[src/vfdsu_pkg.sv]
// ==========================================================
// VFDSU EX2 shared definitions: formats, widths, exponent
// limits and the vector types passed between the stages
// ==========================================================
`default_nettype none

package vfdsu_pkg;

  // Field widths
  localparam int EXPNT_W     = 13;
  localparam int SIG_W       = 53;
  localparam int DOUB_FRAC_W = 52;
  localparam int SING_FRAC_W = 23;
  localparam int HALF_FRAC_W = 10;

  // Low exponent bits examined for single and half
  localparam int SING_FLD_W  = 10;
  localparam int HALF_FLD_W  = 7;

  // Minimum normal exponent per format
  localparam int DOUB_EMIN   = -1022;
  localparam int SING_EMIN   = -126;
  localparam int HALF_EMIN   = -14;

  // Quotient exponent at which overflow becomes possible
  localparam int DOUB_OF_LIM = 1024;
  localparam int SING_OF_LIM = 128;
  localparam int HALF_OF_LIM = 16;

  // Vector types
  typedef logic signed [EXPNT_W-1:0] expnt_t;
  typedef logic        [1:0]         fmt_t;
  typedef logic        [SIG_W-1:0]   round_add_t;
  typedef logic        [DOUB_FRAC_W-1:0] frac_t;
  typedef logic        [2:0]         rm_t;

  // Format codes, half is the default
  localparam fmt_t FMT_HALF   = 2'd0;
  localparam fmt_t FMT_SINGLE = 2'd1;
  localparam fmt_t FMT_DOUBLE = 2'd2;

endpackage

`default_nettype wire

[src/vfdsu_if.sv]
// ==========================================================
// EX2 bundles: result exponent with its qualifiers, and the
// range flags with the denormal rounding increment
// ==========================================================
`timescale 1ns/100ps
`default_nettype none

// Exponent and operand qualifiers from the exponent stage
interface vfdsu_expnt_if;
  vfdsu_pkg::expnt_t expnt_rst;
  vfdsu_pkg::fmt_t   fmt;
  logic              op0_norm;
  logic              op1_norm;
  logic              div;

  modport src (output expnt_rst, fmt, op0_norm, op1_norm, div);
  modport dst (input  expnt_rst, fmt, op0_norm, op1_norm, div);
endinterface

// Range flags and rounding increment toward EX3
interface vfdsu_flags_if;
  logic                  of;
  logic                  uf;
  logic                  potnt_of;
  logic                  potnt_uf;
  logic                  id_srt_skip;
  logic                  rslt_denorm;
  logic                  result_inf;
  logic                  result_lfn;
  vfdsu_pkg::round_add_t round_add;

  // Range stage owns every flag except the increment
  modport src (output of, uf, potnt_of, potnt_uf, id_srt_skip,
               rslt_denorm, result_inf, result_lfn);
  // Denormal table owns the increment
  modport tbl (output round_add);
  modport dst (input  of, uf, potnt_of, potnt_uf, id_srt_skip,
               rslt_denorm, result_inf, result_lfn, round_add);
endinterface

`default_nettype wire

[src/vfdsu_expnt_calc.sv]
// ==========================================================
// EX2 result exponent for divide or square root
// ==========================================================
`timescale 1ns/100ps
`default_nettype none

module vfdsu_expnt_calc (
  input  vfdsu_pkg::expnt_t expnt_add0,
  input  vfdsu_pkg::expnt_t expnt_add1,
  input  logic              sqrt,
  input  logic              double,
  input  logic              single,
  input  logic              op0_norm,
  input  logic              op1_norm,
  input  logic              div,
  vfdsu_expnt_if.src        expnt
);

  vfdsu_pkg::expnt_t expnt_diff;
  vfdsu_pkg::expnt_t sqrt_expnt;

  // Biased exponents cancel in the difference, wraps mod 2^13
  assign expnt_diff = expnt_add0 - expnt_add1;

  // Square root halves the exponent, sign kept
  assign sqrt_expnt = {expnt_diff[vfdsu_pkg::EXPNT_W-1],
                       expnt_diff[vfdsu_pkg::EXPNT_W-1:1]};

  assign expnt.expnt_rst = sqrt ? sqrt_expnt : expnt_diff;

  // Format encode, double wins over single
  assign expnt.fmt = double ? vfdsu_pkg::FMT_DOUBLE :
                     single ? vfdsu_pkg::FMT_SINGLE :
                              vfdsu_pkg::FMT_HALF;

  assign expnt.op0_norm = op0_norm;
  assign expnt.op1_norm = op1_norm;
  assign expnt.div      = div;

endmodule

`default_nettype wire

[src/vfdsu_expnt_range.sv]
// ==========================================================
// EX2 exponent range checks per format, iteration skip and
// the merge of overflow into the special results
// ==========================================================
`timescale 1ns/100ps
`default_nettype none

module vfdsu_expnt_range (
  vfdsu_expnt_if.dst  expnt,
  input  logic        result_inf_in,
  input  logic        of_rm_lfn,
  input  logic        srt_skip,
  vfdsu_flags_if.src  flags,
  output logic        srt_ctrl_skip_srt
);

  // Low exponent fields seen by the narrow formats
  logic signed [vfdsu_pkg::SING_FLD_W-1:0] sing_fld;
  logic signed [vfdsu_pkg::HALF_FLD_W-1:0] half_fld;

  // Selected field and limits of the active format
  vfdsu_pkg::expnt_t fld;
  vfdsu_pkg::expnt_t of_lim;
  vfdsu_pkg::expnt_t emin;
  vfdsu_pkg::expnt_t uf_lim;
  vfdsu_pkg::expnt_t skip_lim;

  logic of_pre;
  logic potnt_of_pre;
  logic uf_pre;
  logic potnt_uf_pre;
  logic skip_pre;
  logic both_norm_div;
  logic of_ex2;

  assign sing_fld = expnt.expnt_rst[vfdsu_pkg::SING_FLD_W-1:0];
  assign half_fld = expnt.expnt_rst[vfdsu_pkg::HALF_FLD_W-1:0];

  // ========================================================
  // Format selection
  // ========================================================
  always_comb
  begin
    case (expnt.fmt)
      vfdsu_pkg::FMT_DOUBLE:
      begin
        fld      = expnt.expnt_rst;
        of_lim   = vfdsu_pkg::expnt_t'(vfdsu_pkg::DOUB_OF_LIM);
        emin     = vfdsu_pkg::expnt_t'(vfdsu_pkg::DOUB_EMIN);
        skip_lim = vfdsu_pkg::expnt_t'(vfdsu_pkg::DOUB_EMIN - vfdsu_pkg::DOUB_FRAC_W - 1);
      end
      vfdsu_pkg::FMT_SINGLE:
      begin
        fld      = sing_fld;
        of_lim   = vfdsu_pkg::expnt_t'(vfdsu_pkg::SING_OF_LIM);
        emin     = vfdsu_pkg::expnt_t'(vfdsu_pkg::SING_EMIN);
        skip_lim = vfdsu_pkg::expnt_t'(vfdsu_pkg::SING_EMIN - vfdsu_pkg::SING_FRAC_W - 1);
      end
      default:
      begin
        fld      = half_fld;
        of_lim   = vfdsu_pkg::expnt_t'(vfdsu_pkg::HALF_OF_LIM);
        emin     = vfdsu_pkg::expnt_t'(vfdsu_pkg::HALF_EMIN);
        skip_lim = vfdsu_pkg::expnt_t'(vfdsu_pkg::HALF_EMIN - vfdsu_pkg::HALF_FRAC_W - 1);
      end
    endcase
  end

  // Result is denormal one step below emin
  assign uf_lim = emin - vfdsu_pkg::expnt_t'(1);

  // ========================================================
  // Raw range checks
  // ========================================================
  assign of_pre       = (fld > of_lim);
  assign potnt_of_pre = (fld == of_lim);
  // Underflow and skip look at the full exponent
  assign uf_pre       = (expnt.expnt_rst <= uf_lim);
  assign potnt_uf_pre = (fld == emin);
  // Quotient lies below half the smallest denormal
  assign skip_pre     = (expnt.expnt_rst < skip_lim);

  // Range only meaningful for a divide of two normals
  assign both_norm_div = expnt.op0_norm & expnt.op1_norm & expnt.div;
  assign of_ex2        = of_pre & both_norm_div;

  assign flags.of          = of_ex2;
  assign flags.potnt_of    = potnt_of_pre & both_norm_div;
  assign flags.uf          = uf_pre & both_norm_div;
  assign flags.rslt_denorm = uf_pre & both_norm_div;
  assign flags.potnt_uf    = potnt_uf_pre & expnt.op0_norm;
  assign flags.id_srt_skip = skip_pre;

  // ========================================================
  // Special results
  // ========================================================
  // Overflow rounds to infinity or largest finite by rm
  assign flags.result_inf = result_inf_in | (of_ex2 & ~of_rm_lfn);
  assign flags.result_lfn = of_ex2 & of_rm_lfn;

  assign srt_ctrl_skip_srt = of_ex2 | skip_pre | srt_skip;

endmodule

`default_nettype wire

[src/vfdsu_denorm_round_table.sv]
// ==========================================================
// One-hot denormal rounding increment from exponent and format
// ==========================================================
`timescale 1ns/100ps
`default_nettype none

module vfdsu_denorm_round_table (
  vfdsu_expnt_if.dst  expnt,
  vfdsu_flags_if.tbl  flags
);

  // Two extra bits cover emin minus the most positive exponent
  logic signed [vfdsu_pkg::EXPNT_W+1:0] lo_pos;
  logic signed [vfdsu_pkg::EXPNT_W+1:0] emin;
  logic signed [vfdsu_pkg::EXPNT_W+1:0] idx;
  logic                                 in_range;

  // ========================================================
  // Lowest fraction position and emin of the format
  // ========================================================
  always_comb
  begin
    case (expnt.fmt)
      vfdsu_pkg::FMT_DOUBLE:
      begin
        lo_pos = 15'(vfdsu_pkg::SIG_W - 1 - vfdsu_pkg::DOUB_FRAC_W);
        emin   = 15'(vfdsu_pkg::DOUB_EMIN);
      end
      vfdsu_pkg::FMT_SINGLE:
      begin
        lo_pos = 15'(vfdsu_pkg::SIG_W - 1 - vfdsu_pkg::SING_FRAC_W);
        emin   = 15'(vfdsu_pkg::SING_EMIN);
      end
      default:
      begin
        lo_pos = 15'(vfdsu_pkg::SIG_W - 1 - vfdsu_pkg::HALF_FRAC_W);
        emin   = 15'(vfdsu_pkg::HALF_EMIN);
      end
    endcase
  end

  // Each step below emin moves the increment one bit up
  assign idx = lo_pos + emin - expnt.expnt_rst;

  // Past bit 52 the increment falls off the significand
  assign in_range = (idx >= lo_pos) && (idx <= 15'(vfdsu_pkg::SIG_W - 1));

  assign flags.round_add = in_range ?
                           (vfdsu_pkg::round_add_t'(1) << idx[5:0]) :
                           '0;

endmodule

`default_nettype wire

[src/vfdsu_ex3_pipe.sv]
// ==========================================================
// EX3 pipeline register, loads on pipedown, holds otherwise
// ==========================================================
`timescale 1ns/100ps
`default_nettype none

module vfdsu_ex3_pipe (
  input  logic                  ex2_pipe_clk,
  input  logic                  cpurst_b,
  input  logic                  pipedown,
  vfdsu_flags_if.dst            flags,
  vfdsu_expnt_if.dst            expnt,
  input  logic                  result_zero_in,
  input  logic                  result_qnan_in,
  input  logic                  nv_in,
  input  logic                  dz_in,
  input  logic                  result_sign_in,
  input  logic                  qnan_sign_in,
  input  vfdsu_pkg::frac_t      qnan_f_in,
  input  vfdsu_pkg::rm_t        rm_in,
  output logic                  ex3_of,
  output logic                  ex3_uf,
  output logic                  ex3_potnt_of,
  output logic                  ex3_potnt_uf,
  output logic                  ex3_id_srt_skip,
  output logic                  ex3_rslt_denorm,
  output logic                  ex3_result_inf,
  output logic                  ex3_result_lfn,
  output vfdsu_pkg::round_add_t ex3_round_add,
  output vfdsu_pkg::expnt_t     ex3_expnt_rst,
  output vfdsu_pkg::fmt_t       ex3_fmt,
  output logic                  ex3_result_zero,
  output logic                  ex3_result_qnan,
  output logic                  ex3_nv,
  output logic                  ex3_dz,
  output logic                  ex3_result_sign,
  output logic                  ex3_qnan_sign,
  output vfdsu_pkg::frac_t      ex3_qnan_f,
  output vfdsu_pkg::rm_t        ex3_rm
);

  always_ff @(posedge ex2_pipe_clk or negedge cpurst_b)
  begin
    if (!cpurst_b)
    begin
      ex3_of          <= 1'b0;
      ex3_uf          <= 1'b0;
      ex3_potnt_of    <= 1'b0;
      ex3_potnt_uf    <= 1'b0;
      ex3_id_srt_skip <= 1'b0;
      ex3_rslt_denorm <= 1'b0;
      ex3_result_inf  <= 1'b0;
      ex3_result_lfn  <= 1'b0;
      ex3_round_add   <= '0;
      ex3_expnt_rst   <= '0;
      ex3_fmt         <= '0;
      ex3_result_zero <= 1'b0;
      ex3_result_qnan <= 1'b0;
      ex3_nv          <= 1'b0;
      ex3_dz          <= 1'b0;
      ex3_result_sign <= 1'b0;
      ex3_qnan_sign   <= 1'b0;
      ex3_qnan_f      <= '0;
      ex3_rm          <= '0;
    end
    else if (pipedown)
    begin
      // Range flags and increment
      ex3_of          <= flags.of;
      ex3_uf          <= flags.uf;
      ex3_potnt_of    <= flags.potnt_of;
      ex3_potnt_uf    <= flags.potnt_uf;
      ex3_id_srt_skip <= flags.id_srt_skip;
      ex3_rslt_denorm <= flags.rslt_denorm;
      ex3_result_inf  <= flags.result_inf;
      ex3_result_lfn  <= flags.result_lfn;
      ex3_round_add   <= flags.round_add;
      // Single exponent copy for EX3
      ex3_expnt_rst   <= expnt.expnt_rst;
      ex3_fmt         <= expnt.fmt;
      // Special result info from EX1
      ex3_result_zero <= result_zero_in;
      ex3_result_qnan <= result_qnan_in;
      ex3_nv          <= nv_in;
      ex3_dz          <= dz_in;
      ex3_result_sign <= result_sign_in;
      ex3_qnan_sign   <= qnan_sign_in;
      ex3_qnan_f      <= qnan_f_in;
      ex3_rm          <= rm_in;
    end
  end

endmodule

`default_nettype wire

[src/vfdsu_ex2_stage.sv]
// ==========================================================
// VFDSU EX2 stage top: exponent, range and denormal table
// feeding the EX3 register
// ==========================================================
`timescale 1ns/100ps
`default_nettype none

module vfdsu_ex2_stage (
  input  logic                  ex2_pipe_clk,
  input  logic                  cpurst_b,
  input  logic                  pipedown,
  input  vfdsu_pkg::expnt_t     expnt_add0,
  input  vfdsu_pkg::expnt_t     expnt_add1,
  input  logic                  sqrt,
  input  logic                  div,
  input  logic                  double,
  input  logic                  single,
  input  logic                  op0_norm,
  input  logic                  op1_norm,
  input  logic                  result_inf,
  input  logic                  of_rm_lfn,
  input  logic                  srt_skip,
  input  logic                  result_zero,
  input  logic                  result_qnan,
  input  logic                  nv,
  input  logic                  dz,
  input  logic                  result_sign,
  input  logic                  qnan_sign,
  input  vfdsu_pkg::frac_t      qnan_f,
  input  vfdsu_pkg::rm_t        rm,
  output logic                  srt_ctrl_skip_srt,
  output logic                  ex3_of,
  output logic                  ex3_uf,
  output logic                  ex3_potnt_of,
  output logic                  ex3_potnt_uf,
  output logic                  ex3_id_srt_skip,
  output logic                  ex3_rslt_denorm,
  output logic                  ex3_result_inf,
  output logic                  ex3_result_lfn,
  output vfdsu_pkg::round_add_t ex3_round_add,
  output vfdsu_pkg::expnt_t     ex3_expnt_rst,
  output vfdsu_pkg::fmt_t       ex3_fmt,
  output logic                  ex3_result_zero,
  output logic                  ex3_result_qnan,
  output logic                  ex3_nv,
  output logic                  ex3_dz,
  output logic                  ex3_result_sign,
  output logic                  ex3_qnan_sign,
  output vfdsu_pkg::frac_t      ex3_qnan_f,
  output vfdsu_pkg::rm_t        ex3_rm
);

  vfdsu_expnt_if u_expnt_if ();
  vfdsu_flags_if u_flags_if ();

  // ========================================================
  // EX2 combinational stages
  // ========================================================
  vfdsu_expnt_calc u_expnt_calc (
    .expnt_add0 (expnt_add0),
    .expnt_add1 (expnt_add1),
    .sqrt       (sqrt),
    .double     (double),
    .single     (single),
    .op0_norm   (op0_norm),
    .op1_norm   (op1_norm),
    .div        (div),
    .expnt      (u_expnt_if.src)
  );

  vfdsu_expnt_range u_expnt_range (
    .expnt             (u_expnt_if.dst),
    .result_inf_in     (result_inf),
    .of_rm_lfn         (of_rm_lfn),
    .srt_skip          (srt_skip),
    .flags             (u_flags_if.src),
    .srt_ctrl_skip_srt (srt_ctrl_skip_srt)
  );

  vfdsu_denorm_round_table u_denorm_round_table (
    .expnt (u_expnt_if.dst),
    .flags (u_flags_if.tbl)
  );

  // ========================================================
  // EX3 register
  // ========================================================
  vfdsu_ex3_pipe u_ex3_pipe (
    .ex2_pipe_clk    (ex2_pipe_clk),
    .cpurst_b        (cpurst_b),
    .pipedown        (pipedown),
    .flags           (u_flags_if.dst),
    .expnt           (u_expnt_if.dst),
    .result_zero_in  (result_zero),
    .result_qnan_in  (result_qnan),
    .nv_in           (nv),
    .dz_in           (dz),
    .result_sign_in  (result_sign),
    .qnan_sign_in    (qnan_sign),
    .qnan_f_in       (qnan_f),
    .rm_in           (rm),
    .ex3_of          (ex3_of),
    .ex3_uf          (ex3_uf),
    .ex3_potnt_of    (ex3_potnt_of),
    .ex3_potnt_uf    (ex3_potnt_uf),
    .ex3_id_srt_skip (ex3_id_srt_skip),
    .ex3_rslt_denorm (ex3_rslt_denorm),
    .ex3_result_inf  (ex3_result_inf),
    .ex3_result_lfn  (ex3_result_lfn),
    .ex3_round_add   (ex3_round_add),
    .ex3_expnt_rst   (ex3_expnt_rst),
    .ex3_fmt         (ex3_fmt),
    .ex3_result_zero (ex3_result_zero),
    .ex3_result_qnan (ex3_result_qnan),
    .ex3_nv          (ex3_nv),
    .ex3_dz          (ex3_dz),
    .ex3_result_sign (ex3_result_sign),
    .ex3_qnan_sign   (ex3_qnan_sign),
    .ex3_qnan_f      (ex3_qnan_f),
    .ex3_rm          (ex3_rm)
  );

endmodule

`default_nettype wire

[config.mk]
export PLATFORM = sky130hd
export DESIGN_NAME = vfdsu_ex2_stage
export DESIGN_NICKNAME = d
export VERILOG_FILES = /design/src/vfdsu_pkg.sv /design/src/vfdsu_if.sv /design/src/vfdsu_expnt_calc.sv /design/src/vfdsu_expnt_range.sv /design/src/vfdsu_denorm_round_table.sv /design/src/vfdsu_ex3_pipe.sv /design/src/vfdsu_ex2_stage.sv
export SDC_FILE = /design/constraint.sdc
export NUM_CORES = 1
export LEC_CHECK = 0
export BUFFER_PORTS_ARGS = -buffer_cell sky130_fd_sc_hd__clkbuf_2
export CORE_MARGIN = 10
export CORE_UTILIZATION = 52
export DETAILED_ROUTE_END_ITERATION = 16
export HOLD_SLACK_MARGIN = 0.05
export PLACE_DENSITY = 0.78
export REMOVE_ABC_BUFFERS = 1
export SYNTH_ARGS = -nofsm -noshare
export SYNTH_HDL_FRONTEND = slang
export SYNTH_SLANG_ARGS = --single-unit
[constraint.sdc]
create_clock -name ex2_pipe_clk -period 7.7 [get_ports ex2_pipe_clk]
set_input_delay 1.925 -clock ex2_pipe_clk [delete_from_list [all_inputs] [get_ports ex2_pipe_clk]]
set_output_delay 1.925 -clock ex2_pipe_clk [all_outputs]
set_load 0.005 [all_outputs]
Word level (Yosys, flattened, before mapping):

Index checks and enable logic that the tools add are counted.

* bits of input ports: 99
* register bits after elaboration: 136
* word-level logic and storage cells: 55

* $lt $le $gt $ge: 5
* reductions and logical operators: 1
* shifts and indexed selects: 1
* multiplexer cells: 10
* equality and inequality tests: 4
* bitwise operators: 12
* add/subtract/negate cells: 4

Operator list (count)
* $mux W53: 1
* $shl A1 B6 Y53 const A: 1
* $pmux W11 S2: 2
* $pmux W10 S2: 2
* $pmux W13 S2: 1
* $ge A15 B7 Y1: 1
* $le A15 B7 Y1 const B: 1
* $sub A12 B13 Y14: 1
* $eq A13 B11 Y1: 1
* $eq A13 B12 Y1: 1
* $gt A13 B12 Y1: 1
* $le A13 B12 Y1: 1
* $lt A13 B12 Y1: 1
* $sub A13 B13 Y13: 1
* $add A7 B11 Y12: 1
* $mux W12: 1
* $pmux W6 S2: 1
* $sub A11 B2 Y12 const B: 1
* $and A1 B1 Y1: 8
* $or A1 B1 Y1: 3
* $eq A2 B1 Y1 const B: 1
* $eq A2 B2 Y1 const B: 1
* $mux W2: 1
* $logic_and A1 B1 Y1: 1
* other kinds (2): 2

Depth between registers and ports, before layout:

* depth in word-level cells: 9
* depth in mapped cells: 24

Cells and area by module:

Synthesis repeated with hierarchy kept, for this count alone.

* cell total of the unflattened synthesis: 798
* area total of the unflattened synthesis: 9008.6 µm²

By module, submodules not included
* vfdsu_ex3_pipe: area an instance 5165.0 µm², cells an instance 289, instances 1
* vfdsu_denorm_round_table: area an instance 2391.0 µm², cells an instance 314, instances 1
* vfdsu_expnt_calc: area an instance 780.7 µm², cells an instance 102, instances 1
* vfdsu_expnt_range: area an instance 671.9 µm², cells an instance 93, instances 1

Worst setup path before layout:

OpenSTA, ideal clock, no wires.

* path kind: input-to-output
* start point: input port expnt_add0[0]
* end point: output port srt_ctrl_skip_srt
* data arrival time: 5149 ps
* data required time: 5775 ps
* buffers on the path: 0
* setup slack: 626 ps
* cell stages on the path: 18
* cells stage by stage: inv_1 -> ha_1 -> inv_1 -> fa_1 -> a211oi_2 -> o21ai_1 -> xor2_1 -> nor2_1 -> a21oi_1 -> inv_1 -> a211o_1 -> nand2_1 -> ha_1 -> inv_1 -> a2111oi_0 -> nand2b_1 -> nor2_1 -> or3_1

* cells in the longest elaborated chain, start to end: 7

RTL lines
* from (decl): line vfdsu_ex2_stage.sv:12 `input vfdsu_pkg::expnt_t expnt_add0,`
* $sub A13 B13 Y13 (*): line vfdsu_expnt_calc.sv:23 `assign expnt_diff = expnt_add0 - expnt_add1;`
* $mux W12 (*): line vfdsu_expnt_calc.sv:29 `assign expnt.expnt_rst = sqrt ? sqrt_expnt : expnt_diff;`
* net u_denorm_round_table.expnt.expnt_rst[6]: line vfdsu_if.sv:17 `modport dst (input expnt_rst, fmt, op0_norm, op1_norm, div);`
* $pmux W13 S2: line vfdsu_expnt_range.sv:44 `case (expnt.fmt)`
* $gt A13 B12 Y1: line vfdsu_expnt_range.sv:75 `assign of_pre = (fld > of_lim);`
* $and A1 B1 Y1: line vfdsu_expnt_range.sv:85 `assign of_ex2 = of_pre & both_norm_div;`
* $or A1 B1 Y1 (*) (2 in series): line vfdsu_expnt_range.sv:101 `assign srt_ctrl_skip_srt = of_ex2 | skip_pre | srt_skip;`
* to (decl): line vfdsu_ex2_stage.sv:31 `output logic srt_ctrl_skip_srt,`

Mark *: on every way through the listed nets, which the timed path passes. The rest lies on a longest branch.

Worst setup path after layout:

* start point: input port expnt_add0[0]
* end point: output port srt_ctrl_skip_srt

* cells in the longest elaborated chain, start to end: 7

RTL lines (line)
* $sub A13 B13 Y13 (*): vfdsu_expnt_calc.sv:23
* $mux W12: vfdsu_expnt_calc.sv:29
* $pmux W13 S2: vfdsu_expnt_range.sv:44
* $gt A13 B12 Y1: vfdsu_expnt_range.sv:75
* $and A1 B1 Y1: vfdsu_expnt_range.sv:85
* $or A1 B1 Y1 (*) (2 in series): vfdsu_expnt_range.sv:101

Mark *: on every way between the ends. The rest lies on a longest branch, timed or not.

==> reports/qor.yml <==
drt:
  ant_nets: 0
  routed-via-count: 6490
  finalWirelength_um: 21800
  dr.pass1.iters: 5
  wl_per_cell_um: 18.9
  drc: 0
  viasPerCell: 5.63
  drt-initial-drc-count: 514
critical_path:
  r2r_slack_ps: 6810
  r2r-end: "u_ex3_pipe.ex3_uf$_DFFE_PN0P_"
  worst_setup_path_end_kind: "output port"
  crit_end: "srt_ctrl_skip_srt"
  worst_setup_path_start_kind: "primary input"
  cp.arrival_ps: 5390
  r2r-start: "u_ex3_pipe.ex3_uf$_DFFE_PN0P_"
  cp-startpoint: "expnt_add0[0]"
  required_ps: 5780
  critPathKind: "in2out"
  r2r_cells: 2
  critical_path_peak_fanout: 3
floorplan:
  start_util: 0.532
  die-area_um2: 20200
  ioPinCount: 237
  die_h_um: 142
  die_w_um: 142
  row_count: 44
  core_area_um2: 14500
power:
  pwr_density_cell_nw_per_um2: 242
  irDropWorstVdd_mv: 0.180
  leakage_nw: 4.81
sta:
  finalSetupViolations: 0
  slew_viol_final: 0
  layout_min_cycle_time_ps: 7320
  rsz0062_at_grt: "no"
  fin_skew_ps: 0
  hold_viol_final: 0
  worstMarginPinSlew_ps: 959
  fin_crit_sh: 0.950
  relSlewSlack: 0.344
  tns_ps: 0
  timing.fmax_mhz: 137
yosys:
  synth.avg_cell_area_um2: 10.9
  ys.flop_type: "dfrtp_1"
  seq_area_frac_synth: 0.440
  async_flop_share: 1.00
  synth_edf_count: 0
  yosys_register_bits: 136
  netlist_area_um2: 7740
  synthDistinctLibCells: 77
  yosys_warnings: 0
  netlist_instances: 707
clocking:
  cts_buffers: 17
  htree_levels: 4
  cts_root_buf: "clkbuf_16"
  clk_pin_slew_worst_paths_ps: 60
  cts_resized: 0
  holdBufCountCts: 0
  cts_buffer_depth: 2
  post-cts-setup-buffer-count: 0
  cts_tree: "done"
  worstSkewPairLatency_ps: 410
  cts_sinks: 136
status:
  status: "complete, no violations"
global_route:
  grt_pass1_wl_um: 34600
  grt_start_max_net_pins: 79
  antenna_found_initial: 0
  grt.overflow.total: 0
  grt.total_usage: 0.211
  first_global_vias: 6711
finish:
  drive_gt1_frac: 0.407
  n_antenna_cell: 0
  final_common_cell: "clkbuf_2"
  post_layout_nonfiller_instances: 1153
  fillers: 1162
  nets: 1111
  syn2layout_area_growth_pct: 26.7
  mostFrequentLayoutCells: "clkbuf_2, dfrtp_1, mux2_2"
place:
  gp_congestion: 0.915
  hpwlAfterDp_um: 16400
  placedCellCount: 1121
  io_buffers: 236
worst_hold_path:
  min_path_type: "reg2reg"
job:
  maxCapViolations: 0
-- area by class of cell --
cell class | count | area [µm²] | share of cell area
inverter | 56 | 210 | 0.0214
timing repair buffer | 257 | 1350 | 0.137
sequential | 136 | 3400 | 0.347
tap | 184 | 230 | 0.0235
clock buffer | 18 | 439 | 0.0448
clock inverter | 14 | 163 | 0.0166
multi-input combinational | 488 | 4010 | 0.409
-- worst max-delay path, cell delays in order --
cell	delay (ps)
clkbuf_2	80
inv_1	50
ha_1	160
inv_1	50
fa_1	410
a211oi_2	280
o21ai_1	170
a211oi_2	340
o22ai_2	140
nor2_1	110
a21oi_1	50
ha_1	320
and3_1	150
nand3_1	120
a2111oi_2	340
nand2b_1	180
nor2_1	70
or3_1	330
clkbuf_2	130
-- where the power goes --
group          internal [W]  switching (W)  leakage (nW)
sequential         0.000765      0.0000264          1.72
clock              0.000494       0.000338         0.288
combinational      0.000308       0.000437          2.81
total               0.00157       0.000801          4.81
-- flip-flops by register name (all words and copies together) (netlist names), 2 cells and up --
name / flops
u_ex3_pipe.ex3_qnan_f: 52
u_ex3_pipe.ex3_round_add: 53
u_ex3_pipe.ex3_expnt_rst: 13
u_ex3_pipe.ex3_fmt: 2
u_ex3_pipe.ex3_rm: 3
-- cell usage after synthesis (all sizes together) (9+ instances only) --
| library cell | n | area, µm² |
|---|---|---|
| inv | 56 | 210 |
| xnor2 | 12 | 105 |
| nor2b | 9 | 56.3 |
| clkbuf | 14 | 52.6 |
| nand3 | 17 | 85.1 |
| nor2 | 48 | 180 |
| buf | 13 | 68.8 |
| o2bb2ai | 45 | 457 |
| dfrtp | 136 | 3400 |
| a21oi | 34 | 174 |
| mux2 | 70 | 788 |
| nand2 | 35 | 131 |
| ha | 54 | 676 |
| o21ai | 18 | 90.1 |
| nor3 | 17 | 90.1 |
-- per-layer routing --
layer	vias up	global-route usage	part of all wire
li1	3094	-	-
met1	3160	0.254	0.41
met2	220	0.345	0.49
met3	16	0.0854	0.091
met4	0	0.0527	0.013
met5	-	0	0
-- worst min path at each step --
stage	from	endpoint	slack [ps]	cells past startpoint
final	u_ex3_pipe.ex3_round_add[6]$_DFFE_PN0P_	u_ex3_pipe.ex3_round_add[6]$_DFFE_PN0P_	490	1
after global routing	u_ex3_pipe.ex3_round_add[17]$_DFFE_PN0P_	u_ex3_pipe.ex3_round_add[17]$_DFFE_PN0P_	500	1
after CTS	u_ex3_pipe.ex3_round_add[26]$_DFFE_PN0P_	u_ex3_pipe.ex3_round_add[26]$_DFFE_PN0P_	490	1
after detailed placement	u_ex3_pipe.ex3_round_add[4]$_DFFE_PN0P_	u_ex3_pipe.ex3_round_add[4]$_DFFE_PN0P_	480	1
after global placement	u_ex3_pipe.ex3_round_add[2]$_DFFE_PN0P_	u_ex3_pipe.ex3_round_add[2]$_DFFE_PN0P_	470	1
after floorplan	u_ex3_pipe.ex3_round_add[5]$_DFFE_PN0P_	u_ex3_pipe.ex3_round_add[5]$_DFFE_PN0P_	480	2
-- cell families (layout without fill, tap and decap cells) --
group,Yosys count,count (layout),synth area share
compound gates,174,174,0.183
simple gates,161,161,0.104
flops,136,136,0.440
fa+ha+maj,56,56,0.0925
buf+inv,83,345,0.0428
xor+xnor,19,19,0.0252
mux,78,78,0.112
-- metrics by stage --
step           setup WS, ps  power, W  area [µm²]  utilization  hold slack, ps
6_report                384   0.00237        9800        0.675             488
3_3_place_gp            323   0.00153        9200        0.633             469
2_1_floorplan           634   0.00127        7620            -             475
5_1_grt                26.3   0.00250        9800        0.675             504
3_5_place_dp            274   0.00154        9200        0.633             476
4_1_cts                 252   0.00238        9800        0.674             491
No activity file was read; power rests on OpenSTA's default activity.
